File: config.mk
export PLATFORM = sky130hd
export DESIGN_NAME = retire_regs_flat
export DESIGN_NICKNAME = d
export VERILOG_FILES = /design/src/logic/rob_types_pkg.sv /design/src/logic/rob_regs_pkg.sv /design/src/logic/retire_if.sv /design/src/logic/retire_regs.sv /design/src/flat_wrapper.sv
export VERILOG_INCLUDE_DIRS = /design/src /design/src/include
export SDC_FILE = /design/constraint.sdc
export NUM_CORES = 1
export LEC_CHECK = 0
export BUFFER_PORTS_ARGS = -buffer_cell sky130_fd_sc_hd__buf_2
export CORE_ASPECT_RATIO = 0.6
export CORE_MARGIN = 10
export CORE_UTILIZATION = 50
export DETAILED_ROUTE_END_ITERATION = 8
export PLACE_DENSITY = 0.76
export SYNTH_ARGS = -nofsm -noshare
export SYNTH_HDL_FRONTEND = slang
export SYNTH_SLANG_ARGS = --single-unit
File: constraint.sdc
create_clock -name clk -period 3.3 [get_ports clk]
set_input_delay 0.495 -clock clk [delete_from_list [all_inputs] [get_ports clk]]
set_output_delay 0.495 -clock clk [all_outputs]
set_load 0.03 [all_outputs]
File: src/include/rob_macros.svh
// sizes of the reorder buffer, its side channels and the retire register block; include where needed
`ifndef ROB_MACROS_SVH
`define ROB_MACROS_SVH

// log2 of the number of buffer slots
`define ROB_IDX_W 7

// slot index plus one wrap polarity bit
`define ROB_ID_W (`ROB_IDX_W + 1)

`define ROB_DEPTH (1 << `ROB_IDX_W)

// load/store queue index and predictor tag
`define LSQ_ID_W 5
`define BPTAG_W 16

// word address of the wishbone register block
`define REG_ADR_W 2

`endif

File: src/logic/rob_types_pkg.sv
// types shared by the reorder buffer and its neighbours: identifiers, retire kinds, causes
`include "rob_macros.svh"

package rob_types_pkg;

  // slot index, and full identifier with wrap polarity in the msb
  typedef logic [`ROB_IDX_W-1:0] rob_idx_t;
  typedef logic [`ROB_ID_W-1:0]  rob_id_t;

  // what the retiring instruction does besides its result
  typedef enum logic [2:0] {
    RETOP_ALU    = 3'd0,
    RETOP_LOAD   = 3'd1,
    RETOP_STORE  = 3'd2,
    RETOP_BRANCH = 3'd3,
    RETOP_JUMP   = 3'd4
  } retop_e;

  // set at decode when the branch condition is the inverse of result bit 0
  typedef logic branch_inv_t;

  // riscv exception codes the core can raise
  typedef enum logic [4:0] {
    ECAUSE_FETCH_MISALIGNED = 5'd0,
    ECAUSE_FETCH_FAULT      = 5'd1,
    ECAUSE_ILLEGAL          = 5'd2,
    ECAUSE_BREAKPOINT       = 5'd3,
    ECAUSE_LOAD_MISALIGNED  = 5'd4,
    ECAUSE_LOAD_FAULT       = 5'd5,
    ECAUSE_STORE_MISALIGNED = 5'd6,
    ECAUSE_STORE_FAULT      = 5'd7
  } ecause_e;

endpackage

File: src/logic/rob_regs_pkg.sv
// address map and data type of the wishbone retire register block
`include "rob_macros.svh"

package rob_regs_pkg;

  typedef logic [31:0] reg_data_t;

  // epc and cause are read only; a write to retcnt clears the counter
  typedef enum logic [`REG_ADR_W-1:0] {
    REG_TVEC   = 2'd0,
    REG_EPC    = 2'd1,
    REG_CAUSE  = 2'd2,
    REG_RETCNT = 2'd3
  } reg_addr_e;

endpackage

File: src/logic/retire_if.sv
// retirement events from the reorder buffer to the register block, one beat per retired entry
`timescale 1ns/1ps

interface retire_if;

  // one cycle per retired entry, exceptions included
  logic                   ret;
  // retiring entry carries an error
  logic                   exc;
  logic [31:0]            epc;
  rob_types_pkg::ecause_e ecause;

  modport rob_side (
    output ret,
    output exc,
    output epc,
    output ecause
  );

  modport regs_side (
    input ret,
    input exc,
    input epc,
    input ecause
  );

endinterface

File: src/logic/retire_regs.sv
// wishbone-classic register block: trap vector, exception pc and cause, retired instruction count
`timescale 1ns/1ps

module retire_regs (
  input  logic                     clk,
  input  logic                     rst,
  input  logic                     wb_cyc,
  input  logic                     wb_stb,
  input  logic                     wb_we,
  input  rob_regs_pkg::reg_addr_e  wb_adr,
  input  rob_regs_pkg::reg_data_t  wb_dat_w,
  output rob_regs_pkg::reg_data_t  wb_dat_r,
  output logic                     wb_ack,
  output rob_regs_pkg::reg_data_t  tvec,
  retire_if.regs_side              ev
);

  // high from the first cycle of a strobe until it drops
  logic                     req_seen;
  logic                     req;
  logic                     wr;
  rob_regs_pkg::reg_data_t  epc;
  rob_types_pkg::ecause_e   cause;
  rob_regs_pkg::reg_data_t  ret_count;
  rob_regs_pkg::reg_data_t  rd_data;

  assign req = wb_cyc && wb_stb && !req_seen;
  assign wr  = req && wb_we;

  // single ack per strobe
  always_ff @(posedge clk) begin
    if (rst) begin
      req_seen <= 1'b0;
      wb_ack   <= 1'b0;
    end else begin
      req_seen <= wb_cyc && wb_stb;
      wb_ack   <= req;
    end
  end

  always_comb begin
    case (wb_adr)
      rob_regs_pkg::REG_TVEC:  rd_data = tvec;
      rob_regs_pkg::REG_EPC:   rd_data = epc;
      rob_regs_pkg::REG_CAUSE: rd_data = {{27{1'b0}}, cause};
      default:                 rd_data = ret_count;
    endcase
  end

  always_ff @(posedge clk) begin
    if (req) begin
      wb_dat_r <= rd_data;
    end
  end

  // trap vector is word aligned
  always_ff @(posedge clk) begin
    if (rst) begin
      tvec <= '0;
    end else if (wr && wb_adr == rob_regs_pkg::REG_TVEC) begin
      tvec <= {wb_dat_w[31:2], 2'b00};
    end
  end

  // captured at the end of the exception's retire cycle
  always_ff @(posedge clk) begin
    if (ev.exc) begin
      epc   <= ev.epc;
      cause <= ev.ecause;
    end
  end

  // exceptions count as retired too; software clear wins
  always_ff @(posedge clk) begin
    if (rst) begin
      ret_count <= '0;
    end else if (wr && wb_adr == rob_regs_pkg::REG_RETCNT) begin
      ret_count <= '0;
    end else if (ev.ret) begin
      ret_count <= ret_count + 32'd1;
    end
  end

endmodule

File: src/flat_wrapper.sv
// flat-port wrapper written by rule: the top's interface ports become plain ports
module retire_regs_flat 
  (clk, rst, wb_cyc, wb_stb, wb_we, wb_adr, wb_dat_w, wb_dat_r, wb_ack, tvec, ev_ret, ev_exc, ev_epc, ev_ecause);
  retire_if ev_i ();
  input  logic clk;
  input  logic rst;
  input  logic wb_cyc;
  input  logic wb_stb;
  input  logic wb_we;
  input  rob_regs_pkg::reg_addr_e wb_adr;
  input  rob_regs_pkg::reg_data_t wb_dat_w;
  output rob_regs_pkg::reg_data_t wb_dat_r;
  output logic wb_ack;
  output rob_regs_pkg::reg_data_t tvec;
  input wire logic [$bits(ev_i.ret)-1:0] ev_ret;
  input wire logic [$bits(ev_i.exc)-1:0] ev_exc;
  input wire logic [$bits(ev_i.epc)-1:0] ev_epc;
  input wire logic [$bits(ev_i.ecause)-1:0] ev_ecause;
  assign ev_i.ret = ev_ret;
  assign ev_i.exc = ev_exc;
  assign ev_i.epc = ev_epc;
  assign ev_i.ecause = ev_ecause;
  retire_regs u_core (.clk(clk), .rst(rst), .wb_cyc(wb_cyc), .wb_stb(wb_stb), .wb_we(wb_we), .wb_adr(wb_adr), .wb_dat_w(wb_dat_w), .wb_dat_r(wb_dat_r), .wb_ack(wb_ack), .tvec(tvec), .ev(ev_i));
endmodule
==> metrics.md, run 1 <==
| Metric | Value |
|---|---|
| Post-route ant nets | 0 |
| Reg-to-reg endpoint | u_core.ret_count[26]$_SDFFE_PP0P_ |
| Final period util | 65.97% |
| Core Footprint | 10,560 µm² |
| CP endpoint kind | flop |
| Total gr overflow | 0 |
| Final Max Slew Viols | 0 |
| CTS resizes | 0 |
| Chip width | 154.2 µm |
| Drt wl/cell | 19.69 µm |
| Largest net degree at the start of global routing | 38 |
| R2r setup slk | 1.12 ns |
| Number of antenna violations at the first check in global routing | 1 |
| Synth Area in XOR/XNOR | 2.107% |
| Critical Path Fanout Max | 7 |
| # setup viols final | 0 |
| First-pass GRT wire length | 24,160 µm |
| Num CTS Buffers | 17 |
| Critical path type | reg2reg |
| Setup crit end | u_core.ret_count[26]$_SDFFE_PP0P_ |
| Worst vdd rail ir drop | 363.9 µV |
| Post-synthesis mux area share | 7.040% |
| Layout cells sized above 1 | 28.17% |
| Hold Crit Class | in2reg |
| Status | finished clean |
| Hold Buf Count CTS | 0 |
| Highest clock rate | 0.4594 GHz |
| Initial core utilization | 51.17% |
| Path depth of the worst reg2reg path | 5 |
| CP arrival | 2.51 ns |
| Clk_lat worst skew | 0.41 ns |
| Worst Tran Pin Value | 1.138 ns |
| Final hold viol count | 0 |
| Yosys synthesis warning count | 0 |
| Area delta synth->final | 25.03% |
| Iter 0 DRT Violations | 345 |
| Ranking of synthesized cells by area | edfxtp_1 (38%), dfxtp_1 (24%), nand2_1 (7.1%) |
| Pre-Repair DR Iteration Count | 5 |
| Chip Height | 100.5 µm |
| CP required | 3.63 ns |
| Final clock skew | 0.009802 ns |
| Synth top area share | 38.35% |
| Fin crit period | 2.177 ns |
| Nets | 705 |
| Slew HR | 24.11% |
| Synth Instances | 494 |
| Final Cell Area | 6755 µm² |
| Vias in the first global route | 4,704 |
| Flops & latches, synth | 133 |
| Root buf cell | clkbuf_16 |
| Placed cell areas | 6180 µm² |
| Syn_area_per_cell | 10.94 µm² |
| Via Count | 4,415 |
| Crit start category | flop |
| Max Cap Viol | 0 |
| Area leader, netlist | edfxtp_1 |
| Post-CTS setup buffer count | 0 |
| Synth Area in Compound Gates | 9.495% |
| Most common cell after layout, fill and taps aside | buf_2 |
| Number of library cell types mapped by synthesis | 38 |
| Power Dens Cells | 582.9 nW/µm² |
| Post-synthesis sequential area ratio | 62.07% |
| Depth of the CTS H-tree | 4 |
| Setup TNS | 0 ns |
| Cell Rows | 29 |
| Worst setup path startpoint | u_core.ret_count[0]$_SDFFE_PP0P_ |
| Routed wire length | 15,340 µm |
| Port Buffers | 138 |
| CTS Sinks | 133 |
| Io pins | 143 |
| Post-route DRC | 0 |
| Overall Global Routing Usage | 19.61% |
| RSZ-0062 raised after global routing | false |
| Reg clk slew, reported paths | 0.06 ns |
| Die area | 15,500 µm² |
| Most frequent cells in the layout | buf_2 (138), nand2_1 (102), edfxtp_1 (69) |
| Worst r2r src | u_core.ret_count[0]$_SDFFE_PP0P_ |
| Leak | 0.002592 µW |
| Hpwl dp | 10,890 µm |
| Largest family of logic cells by synthesized area | simple AND/OR/NAND/NOR gates |
| GP Congestion | 0.8670 |
| Synth Area in Adders | 0.2316% |
| Max clock buf depth | 2 |
| Vias/cell | 5.668 |
| Synth Cell Area | 5403 µm² |
| CTS tree | built |
| Post-Synth Simple-Gate Area | 16.60% |
how the worst min path moves through the flow:
stage | end | slack (ns) | depth (start not counted) | from
2_1_floorplan | u_core.wb_ack$_SDFF_PP0_ | 0.42 | 1 | u_core.req_seen$_SDFF_PP0_
3_3_place_gp | u_core.tvec[8]$_SDFFE_PP0P_ | 0.45 | 2 | u_core.tvec[8]$_SDFFE_PP0P_
3_5_place_dp | u_core.tvec[26]$_SDFFE_PP0P_ | 0.47 | 2 | u_core.tvec[26]$_SDFFE_PP0P_
4_1_cts | u_core.epc[1]$_DFFE_PP_ | 0.25 | 1 | ev_epc[1]
5_1_grt | u_core.epc[1]$_DFFE_PP_ | 0.24 | 1 | ev_epc[1]
6_report | u_core.epc[1]$_DFFE_PP_ | 0.26 | 1 | ev_epc[1]
power by group:
part | total, µW | switching, µW | internal (µW)
clock | 1850 | 675 | 1170
sequential | 1840 | 25.7 | 1810
combinational | 249 | 163 | 87.0
layer usage:
| metal | vias to the layer above | part of all wire (%) | track usage [%] |
|---|---|---|---|
| met5 | - | 0 | 0 |
| met1 | 2126 | 43 | 23.42 |
| li1 | 2058 | - | - |
| met4 | 0 | 1.1 | 6.508 |
| met2 | 219 | 46 | 31.75 |
| met3 | 12 | 9.9 | 7.971 |
per-stage QoR:
| stage | worst slack, ns | hold WS [ns] | power [µW] | utilization, % | instances |
|---|---|---|---|---|---|
| after floorplan | 0.9540 | 0.4164 | 2010 | - | 495 |
| after global placement | 1.035 | 0.4539 | 2113 | 58.53 | 746 |
| after detailed placement | 0.9676 | 0.4661 | 2123 | 58.53 | 746 |
| after CTS | 1.119 | 0.2470 | 3952 | 63.95 | 778 |
| after global routing | 0.9463 | 0.2447 | 4061 | 63.95 | 778 |
| final | 1.123 | 0.2553 | 3938 | 63.98 | 779 |
Yosys cell counts, drive strengths merged:
cell and instances:
o21ai 32, and4b 1, dfxtp 64, xnor2 4, and4 4, a22o 2, and3 4, nand3 13
nor2 17, mux2 2, o31ai 10, mux2i 29, or3 8, nor2b 1, mux4 3, nor4 4
edfxtp 69, nand2 102, or2 2, buf 7, clkbuf 23, a21o 1, o21a 2, ha 1
nor3 2, a21oi 46, nand2b 1, xor2 9, and2 4, or4 12, nand4 13, o211ai 1
conb 1
registers in the layout, indices dropped and copies added (netlist names):
register	count
u_core.wb_ack	1
u_core.epc	32
u_core.wb_dat_r	32
u_core.req_seen	1
u_core.cause	5
u_core.tvec	30
u_core.ret_count	32
kinds of logic (layout without fill, tap and decap cells):
kind of cell    after synthesis  after routing
compound gates               94             94
fa+ha+maj                     1              1
other cells                   1              3
xor+xnor                     13             13
buf+inv                      30            174
flops                       133            133
simple gates                188            188
mux                          34             34
final cells by class:
class / instances / area, µm²
fillers: 825 / 3804
flip-flops and latches: 133 / 3353
multi-input cells: 332 / 1932
repair buffers: 142 / 720.7
clock buffers: 20 / 436.7
well taps: 139 / 173.9
clock inverters: 12 / 136.4
diodes: 1 / 2.502
worst max-delay path, cell delays in order (launching register included):
cell and delay [ns]:
dfxtp_1 0.45, ha_1 0.33, and3_1 0.29, nand3_1 0.29, or4_1 0.58, a21oi_1 0.17
Note: power is estimated with default switching activity, not from simulation.
==> run 2: changes to the inputs <==
- CORE_UTILIZATION: 50 -> 47
- PLACE_DENSITY: 0.76 -> 0.75
- clock period: 3.3 -> 2 ns (I/O delays scaled with it)
==> metrics.md, run 2 (synthesized netlist as in run 1, its figures left out) <==
| Metric | Value |
|---|---|
| Crit start category | flop |
| Worst setup margin | 0.08418 ns (-1.039 ns) |
| Nets | 731 (+3.7%) |
| Dpl ws | 0.1056 ns (-0.8620 ns) |
| NetSw | 1600 µW (+85%) |
| Max Cap Viol | 0 (unchanged) |
| Critical-path cell list | and4_1, nand3_1, or4_1, a21oi_1 |
| Status | finished clean |
| Clk_lat worst skew | 0.42 ns (about the same) |
| Reg clk slew, reported paths | 0.06 ns (about the same) |
| Leak | 0.002717 µW (+4.9%) |
| CTS Sinks | 133 (unchanged) |
| Pre-Repair DR Iteration Count | 4 (-1) |
| # setup viols final | 0 (unchanged) |
| Hold Crit Class | in2reg |
| Bufs and invs on worst path | 0 (unchanged) |
| Routed wire length | 15,750 µm (+2.7%) |
| Fin crit period | 1.916 ns (-0.2611 ns) |
| Most common cell after layout, fill and taps aside | buf_2 |
| Initial core utilization | 47.98% (-3.2 points) |
| Layout Cells excl Fill | 809 (+3.9%) |
| Combinational share of power | 6.6% (+0.3 points) |
| Switching Fraction | 24.59% (+2.7 points) |
| Slew HR | 63.02% (+39 points) |
| First-pass GRT wire length | 24,410 µm (+1.1%) |
| Post-route ant nets | 0 (unchanged) |
| Delay-heaviest family, CP | simple AND/OR/NAND/NOR gates |
| Worst vdd rail ir drop | 804.6 µV (+120%) |
| Reg power frac | 46.6% (about the same) |
| Cell Rows | 30 (+3.4%) |
| Power Dens Cells | 933.9 nW/µm² (+60%) |
| CP arrival | 2.25 ns (-0.26 ns) |
| Number of antenna violations at the first check in global routing | 0 (-1) |
| CTS tree | built |
| Chip width | 158.4 µm (+2.7%) |
| WHS | 0.05074 ns (-0.2046 ns) |
| Core Footprint | 11,260 µm² (+6.6%) |
| Most frequent cells in the layout | buf_2 (138), nand2_1 (102), edfxtp_1 (69) |
| Worst setup path startpoint | u_core.ret_count[3]$_SDFFE_PP0P_ |
| Num CTS Buffers | 17 (unchanged) |
| Vias/cell | 5.564 (-1.8%) |
| Chip Height | 103.1 µm (+2.5%) |
| Final Max Slew Viols | 0 (unchanged) |
| Via Count | 4,501 (+1.9%) |
| Clock power share | 46.8% (about the same) |
| Port Buffers | 138 (unchanged) |
| Io pins | 143 (unchanged) |
| Final Cell Area | 6969 µm² (+3.2%) |
| Crit path largest cell delay | 0.58 ns (about the same) |
| GP Congestion | 0.9087 (+4.8%) |
| Worst r2r src | u_core.ret_count[3]$_SDFFE_PP0P_ |
| Worst path depth | 4 (-1) |
| Regs by FF count | u_core.epc (32), u_core.ret_count (32), u_core.wb_dat_r (32) |
| Post-CTS setup buffer count | 0 (unchanged) |
| Hold Buf Count CTS | 0 (unchanged) |
| Worst Tran Pin Value | 0.5548 ns (-0.5836 ns) |
| Fillers | 894 (+8.4%) |
| Placed cell areas | 6374 µm² (+3.1%) |
| Depth of the CTS H-tree | 4 (unchanged) |
| Slowest stage cell, crit path | or4_1 |
| Internal power | 4908 µW (+60%) |
| Path depth of the worst reg2reg path | 4 (-1) |
| Hold Path Depth | 1 (unchanged) |
| Overall Global Routing Usage | 19.68% (+0.074 points) |
| Overall Power | 6508 µW (+65%) |
| Critical Path Fanout Max | 7 (unchanged) |
| Layout cells sized above 1 | 31.73% (+3.6 points) |
| Max clock buf depth | 2 (unchanged) |
| Beginning of the worst hold path | ev_epc[23] |
| Root buf cell | clkbuf_16 |
| # diodes | 0 (-1) |
| CTS resizes | 0 (unchanged) |
| Area delta synth->final | 28.99% |
| Hpwl dp | 11,490 µm (+5.5%) |
| Post-route DRC | 0 (unchanged) |
| Drt wl/cell | 19.47 µm (-1.1%) |
| CP required | 2.34 ns (-1.29 ns) |
| Final period util | 95.79% (+30 points) |
| Placed insts | 776 (+4.0%) |
| Final clock skew | 0.01174 ns (+0.001939 ns) |
| Final hold viol count | 0 (unchanged) |
| Total gr overflow | 0 (unchanged) |
| Largest net degree at the start of global routing | 38 (unchanged) |
| Iter 0 DRT Violations | 267 (-23%) |
| Highest clock rate | 0.5220 GHz (+14%) |
| CP endpoint kind | flop |
| Die area | 16,320 µm² (+5.3%) |
| Critical path type | reg2reg |
| Vias in the first global route | 4,521 (-3.9%) |
run 2: worst paths after layout:
path                                             to  slack (ns)
setup reg to reg  u_core.ret_count[26]$_SDFFE_PP0P_        0.08
hold reg to reg         u_core.tvec[8]$_SDFFE_PP0P_        0.47
hold / removal             u_core.epc[23]$_DFFE_PP_        0.05
setup / recovery  u_core.ret_count[26]$_SDFFE_PP0P_        0.08
run 2: power by group through the flow:
| stage | clock, µW | combinational, µW | sequential [µW] |
|---|---|---|---|
| after detailed placement | 0 | 431 | 3090 |
| final | 3050 | 430 | 3030 |
| after CTS | 3090 | 432 | 3030 |
| after floorplan | 0 | 154 | 3160 |
| after global placement | 0 | 421 | 3090 |
| after global routing | 3220 | 466 | 3040 |
run 2: cell type report:
class,count,area (µm²),area share (%)
Clock buffer,17,425.4,6.104
Tap cell,144,180.2,2.585
Multi-Input combinational cell,333,1941,27.85
Timing Repair Buffer,167,908.4,13.03
Sequential cell,133,3354,48.13
Clock inverter,15,160.2,2.298
run 2: per-layer routing:
layer / vias to the layer above / GRT usage, % / share of wire [%]
li1: 2117 / - / -
met1: 2142 / 24.74 / 43
met2: 233 / 30.64 / 44
met3: 9 / 8.375 / 12
met4: 0 / 5.245 / 0.77
met5: - / 0 / 0
run 2: stage by stage:
stage	utilization, %	TNS, ns
2_1_floorplan	-	0
3_3_place_gp	56.60	0
3_5_place_dp	56.60	0
4_1_cts	61.80	0
5_1_grt	61.89	-0.003032
6_report	61.89	0
==> run 3: changes to the inputs <==
- REMOVE_ABC_BUFFERS: unset -> 1
==> metrics.md, run 3 (synthesized netlist as in run 1, its figures left out) <==
| Metric | Value |
|---|---|
| Status | finished clean |
| CP endpoint kind | flop |
| Vias/cell | 5.402 (-2.9%) |
| Port Buffers | 138 (unchanged) |
| Worst setup margin | 0.1190 ns (+0.03486 ns) |
| Io pins | 143 (unchanged) |
| Num CTS Buffers | 17 (unchanged) |
| Leak | 0.002677 µW (-1.5%) |
| Area delta synth->final | 27.74% |
| CTS tree | built |
| Die area | 16,320 µm² (unchanged) |
| Iter 0 DRT Violations | 210 (-21%) |
| Total gr overflow | 0 (unchanged) |
| Cell Rows | 30 (unchanged) |
| Vias in the first global route | 4,403 (-2.6%) |
| Nets | 726 (-0.68%) |
| Final clock skew | 0.006143 ns (-0.005597 ns) |
| Worst vdd rail ir drop | 603.4 µV (-25%) |
| Highest clock rate | 0.5316 GHz (+1.9%) |
| Post-route ant nets | 0 (unchanged) |
| Slew HR | 64.60% (+1.6 points) |
| CTS Sinks | 133 (unchanged) |
| Combinational share of power | 7.0% (+0.4 points) |
| NetSw | 1417 µW (-11%) |
| Final Max Slew Viols | 0 (unchanged) |
| # setup viols final | 0 (unchanged) |
| Final hold viol count | 0 (unchanged) |
| Clock power share | 44.5% (-2.3 points) |
| Largest net degree at the start of global routing | 33 (-13%) |
| Via Count | 4,338 (-3.6%) |
| Post-route DRC | 0 (unchanged) |
| Crit start category | flop |
| Root buf cell | clkbuf_16 |
| Final period util | 94.05% (-1.7 points) |
| GP Congestion | 0.9217 (+1.4%) |
| Reg clk slew, reported paths | 0.06 ns (about the same) |
| Pre-Repair DR Iteration Count | 5 (+1) |
| Max Cap Viol | 0 (unchanged) |
| CP required | 2.34 ns (about the same) |
| Most common cell after layout, fill and taps aside | buf_2 |
| Reg power frac | 48.5% (+1.9 points) |
| Max clock buf depth | 2 (unchanged) |
| Fin crit period | 1.881 ns (-0.03486 ns) |
| Core Util, Final | 61.29% (-0.60 points) |
| Core Footprint | 11,260 µm² (unchanged) |
| WHS | 0.06283 ns (+0.01209 ns) |
| Overall Global Routing Usage | 18.27% (-1.4 points) |
| Layout cells sized above 1 | 30.65% (-1.1 points) |
| Initial core utilization | 47.98% (unchanged) |
| Hpwl dp | 10,780 µm (-6.2%) |
| Clk_lat worst skew | 0.41 ns (about the same) |
| Switching Fraction | 22.71% (-1.9 points) |
| Power Dens Cells | 904.6 nW/µm² (-3.1%) |
| CP arrival | 2.22 ns (-0.03 ns) |
| Critical Path Fanout Max | 20 (+13) |
| # diodes | 0 (unchanged) |
| Regs by FF count | u_core.epc (32), u_core.ret_count (32), u_core.wb_dat_r (32) |
| Depth of the CTS H-tree | 4 (unchanged) |
| Hold Crit Class | in2reg |
| Dpl ws | 0.1201 ns (+0.01451 ns) |
| Drt wl/cell | 18.32 µm (-5.9%) |
| RSZ-0062 raised after global routing | false |
| Routed wire length | 14,710 µm (-6.6%) |
| Internal power | 4825 µW (-1.7%) |
| Number of antenna violations at the first check in global routing | 1 (+1) |
| Critical path type | reg2reg |
| Chip Height | 103.1 µm (unchanged) |
| Setup TNS | 0 ns (unchanged) |
| First-pass GRT wire length | 22,900 µm (-6.2%) |
| Worst Tran Pin Value | 0.5310 ns (-0.02375 ns) |
| Chip width | 158.4 µm (unchanged) |
| Most frequent cells in the layout | buf_2 (138), nand2_1 (102), edfxtp_1 (69) |
==> run 3: cell count changes in the layout (fill, tap and decap cells not counted), moves of 3 or more <==
cell      previous run  this run
buf_4               29        23
clkinv_2             1         6
inv_6                5         0
inv_8                3         0
==> run 3: critical path, cell delays in order (launching register included) <==
cell and delay [ns]:
dfxtp_1 0.33, nand2_1 0.11, or4_4 0.67, or4_1 0.54, a21oi_1 0.16
==> run 3: through the flow <==
step,instance area [µm²],instances,total power (µW)
2_1_floorplan,5278,465,3276
3_3_place_gp,6369,772,3501
3_5_place_dp,6369,772,3520
4_1_cts,6892,803,6288
5_1_grt,6902,803,6446
6_report,6902,803,6243
==> run 3: per-layer routing <==
metal	vias to the layer above	wire length, µm	track usage [%]
met3	22	1570	7.583
met1	2031	6876	24.40
met5	-	0	0
met2	178	6020	26.33
met4	0	241	5.882
li1	2107	-	-
==> run 3: final cells by class <==
type | instances | area (µm²)
clock inverters | 12 | 90.09
clock buffers | 19 | 432.9
repair buffers | 163 | 903.4
flip-flops and latches | 133 | 3353
well taps | 144 | 180.2
fillers | 960 | 4359
multi-input cells | 332 | 1942
==> run 3: final timing paths <==
path,depth (start not counted),from,end,slack (ns)
max,4,u_core.ret_count[6]$_SDFFE_PP0P_,u_core.ret_count[27]$_SDFFE_PP0P_,0.12
min,1,ev_epc[22],u_core.epc[22]$_DFFE_PP_,0.06
max reg2reg,4,u_core.ret_count[6]$_SDFFE_PP0P_,u_core.ret_count[27]$_SDFFE_PP0P_,0.12
min reg2reg,2,u_core.tvec[5]$_SDFFE_PP0P_,u_core.tvec[5]$_SDFFE_PP0P_,0.47
==> run 3: power by group through the flow <==
stage | Sequential (µW) | Combinational, µW | Clock, µW
after floorplan | 3160 | 113 | 0
after global placement | 3080 | 423 | 0
after detailed placement | 3080 | 436 | 0
after CTS | 3030 | 438 | 2820
after global routing | 3040 | 469 | 2940
final | 3030 | 434 | 2780
==> run 3: repair_timing <==
| action | CTS | global route |
|---|---|---|
| setup buffers | 0 | 0 |
| endpoints found under the setup margin | 0 | 3 |
| resized for setup | 0 | 2 |
| hold buffers | 0 | 0 |
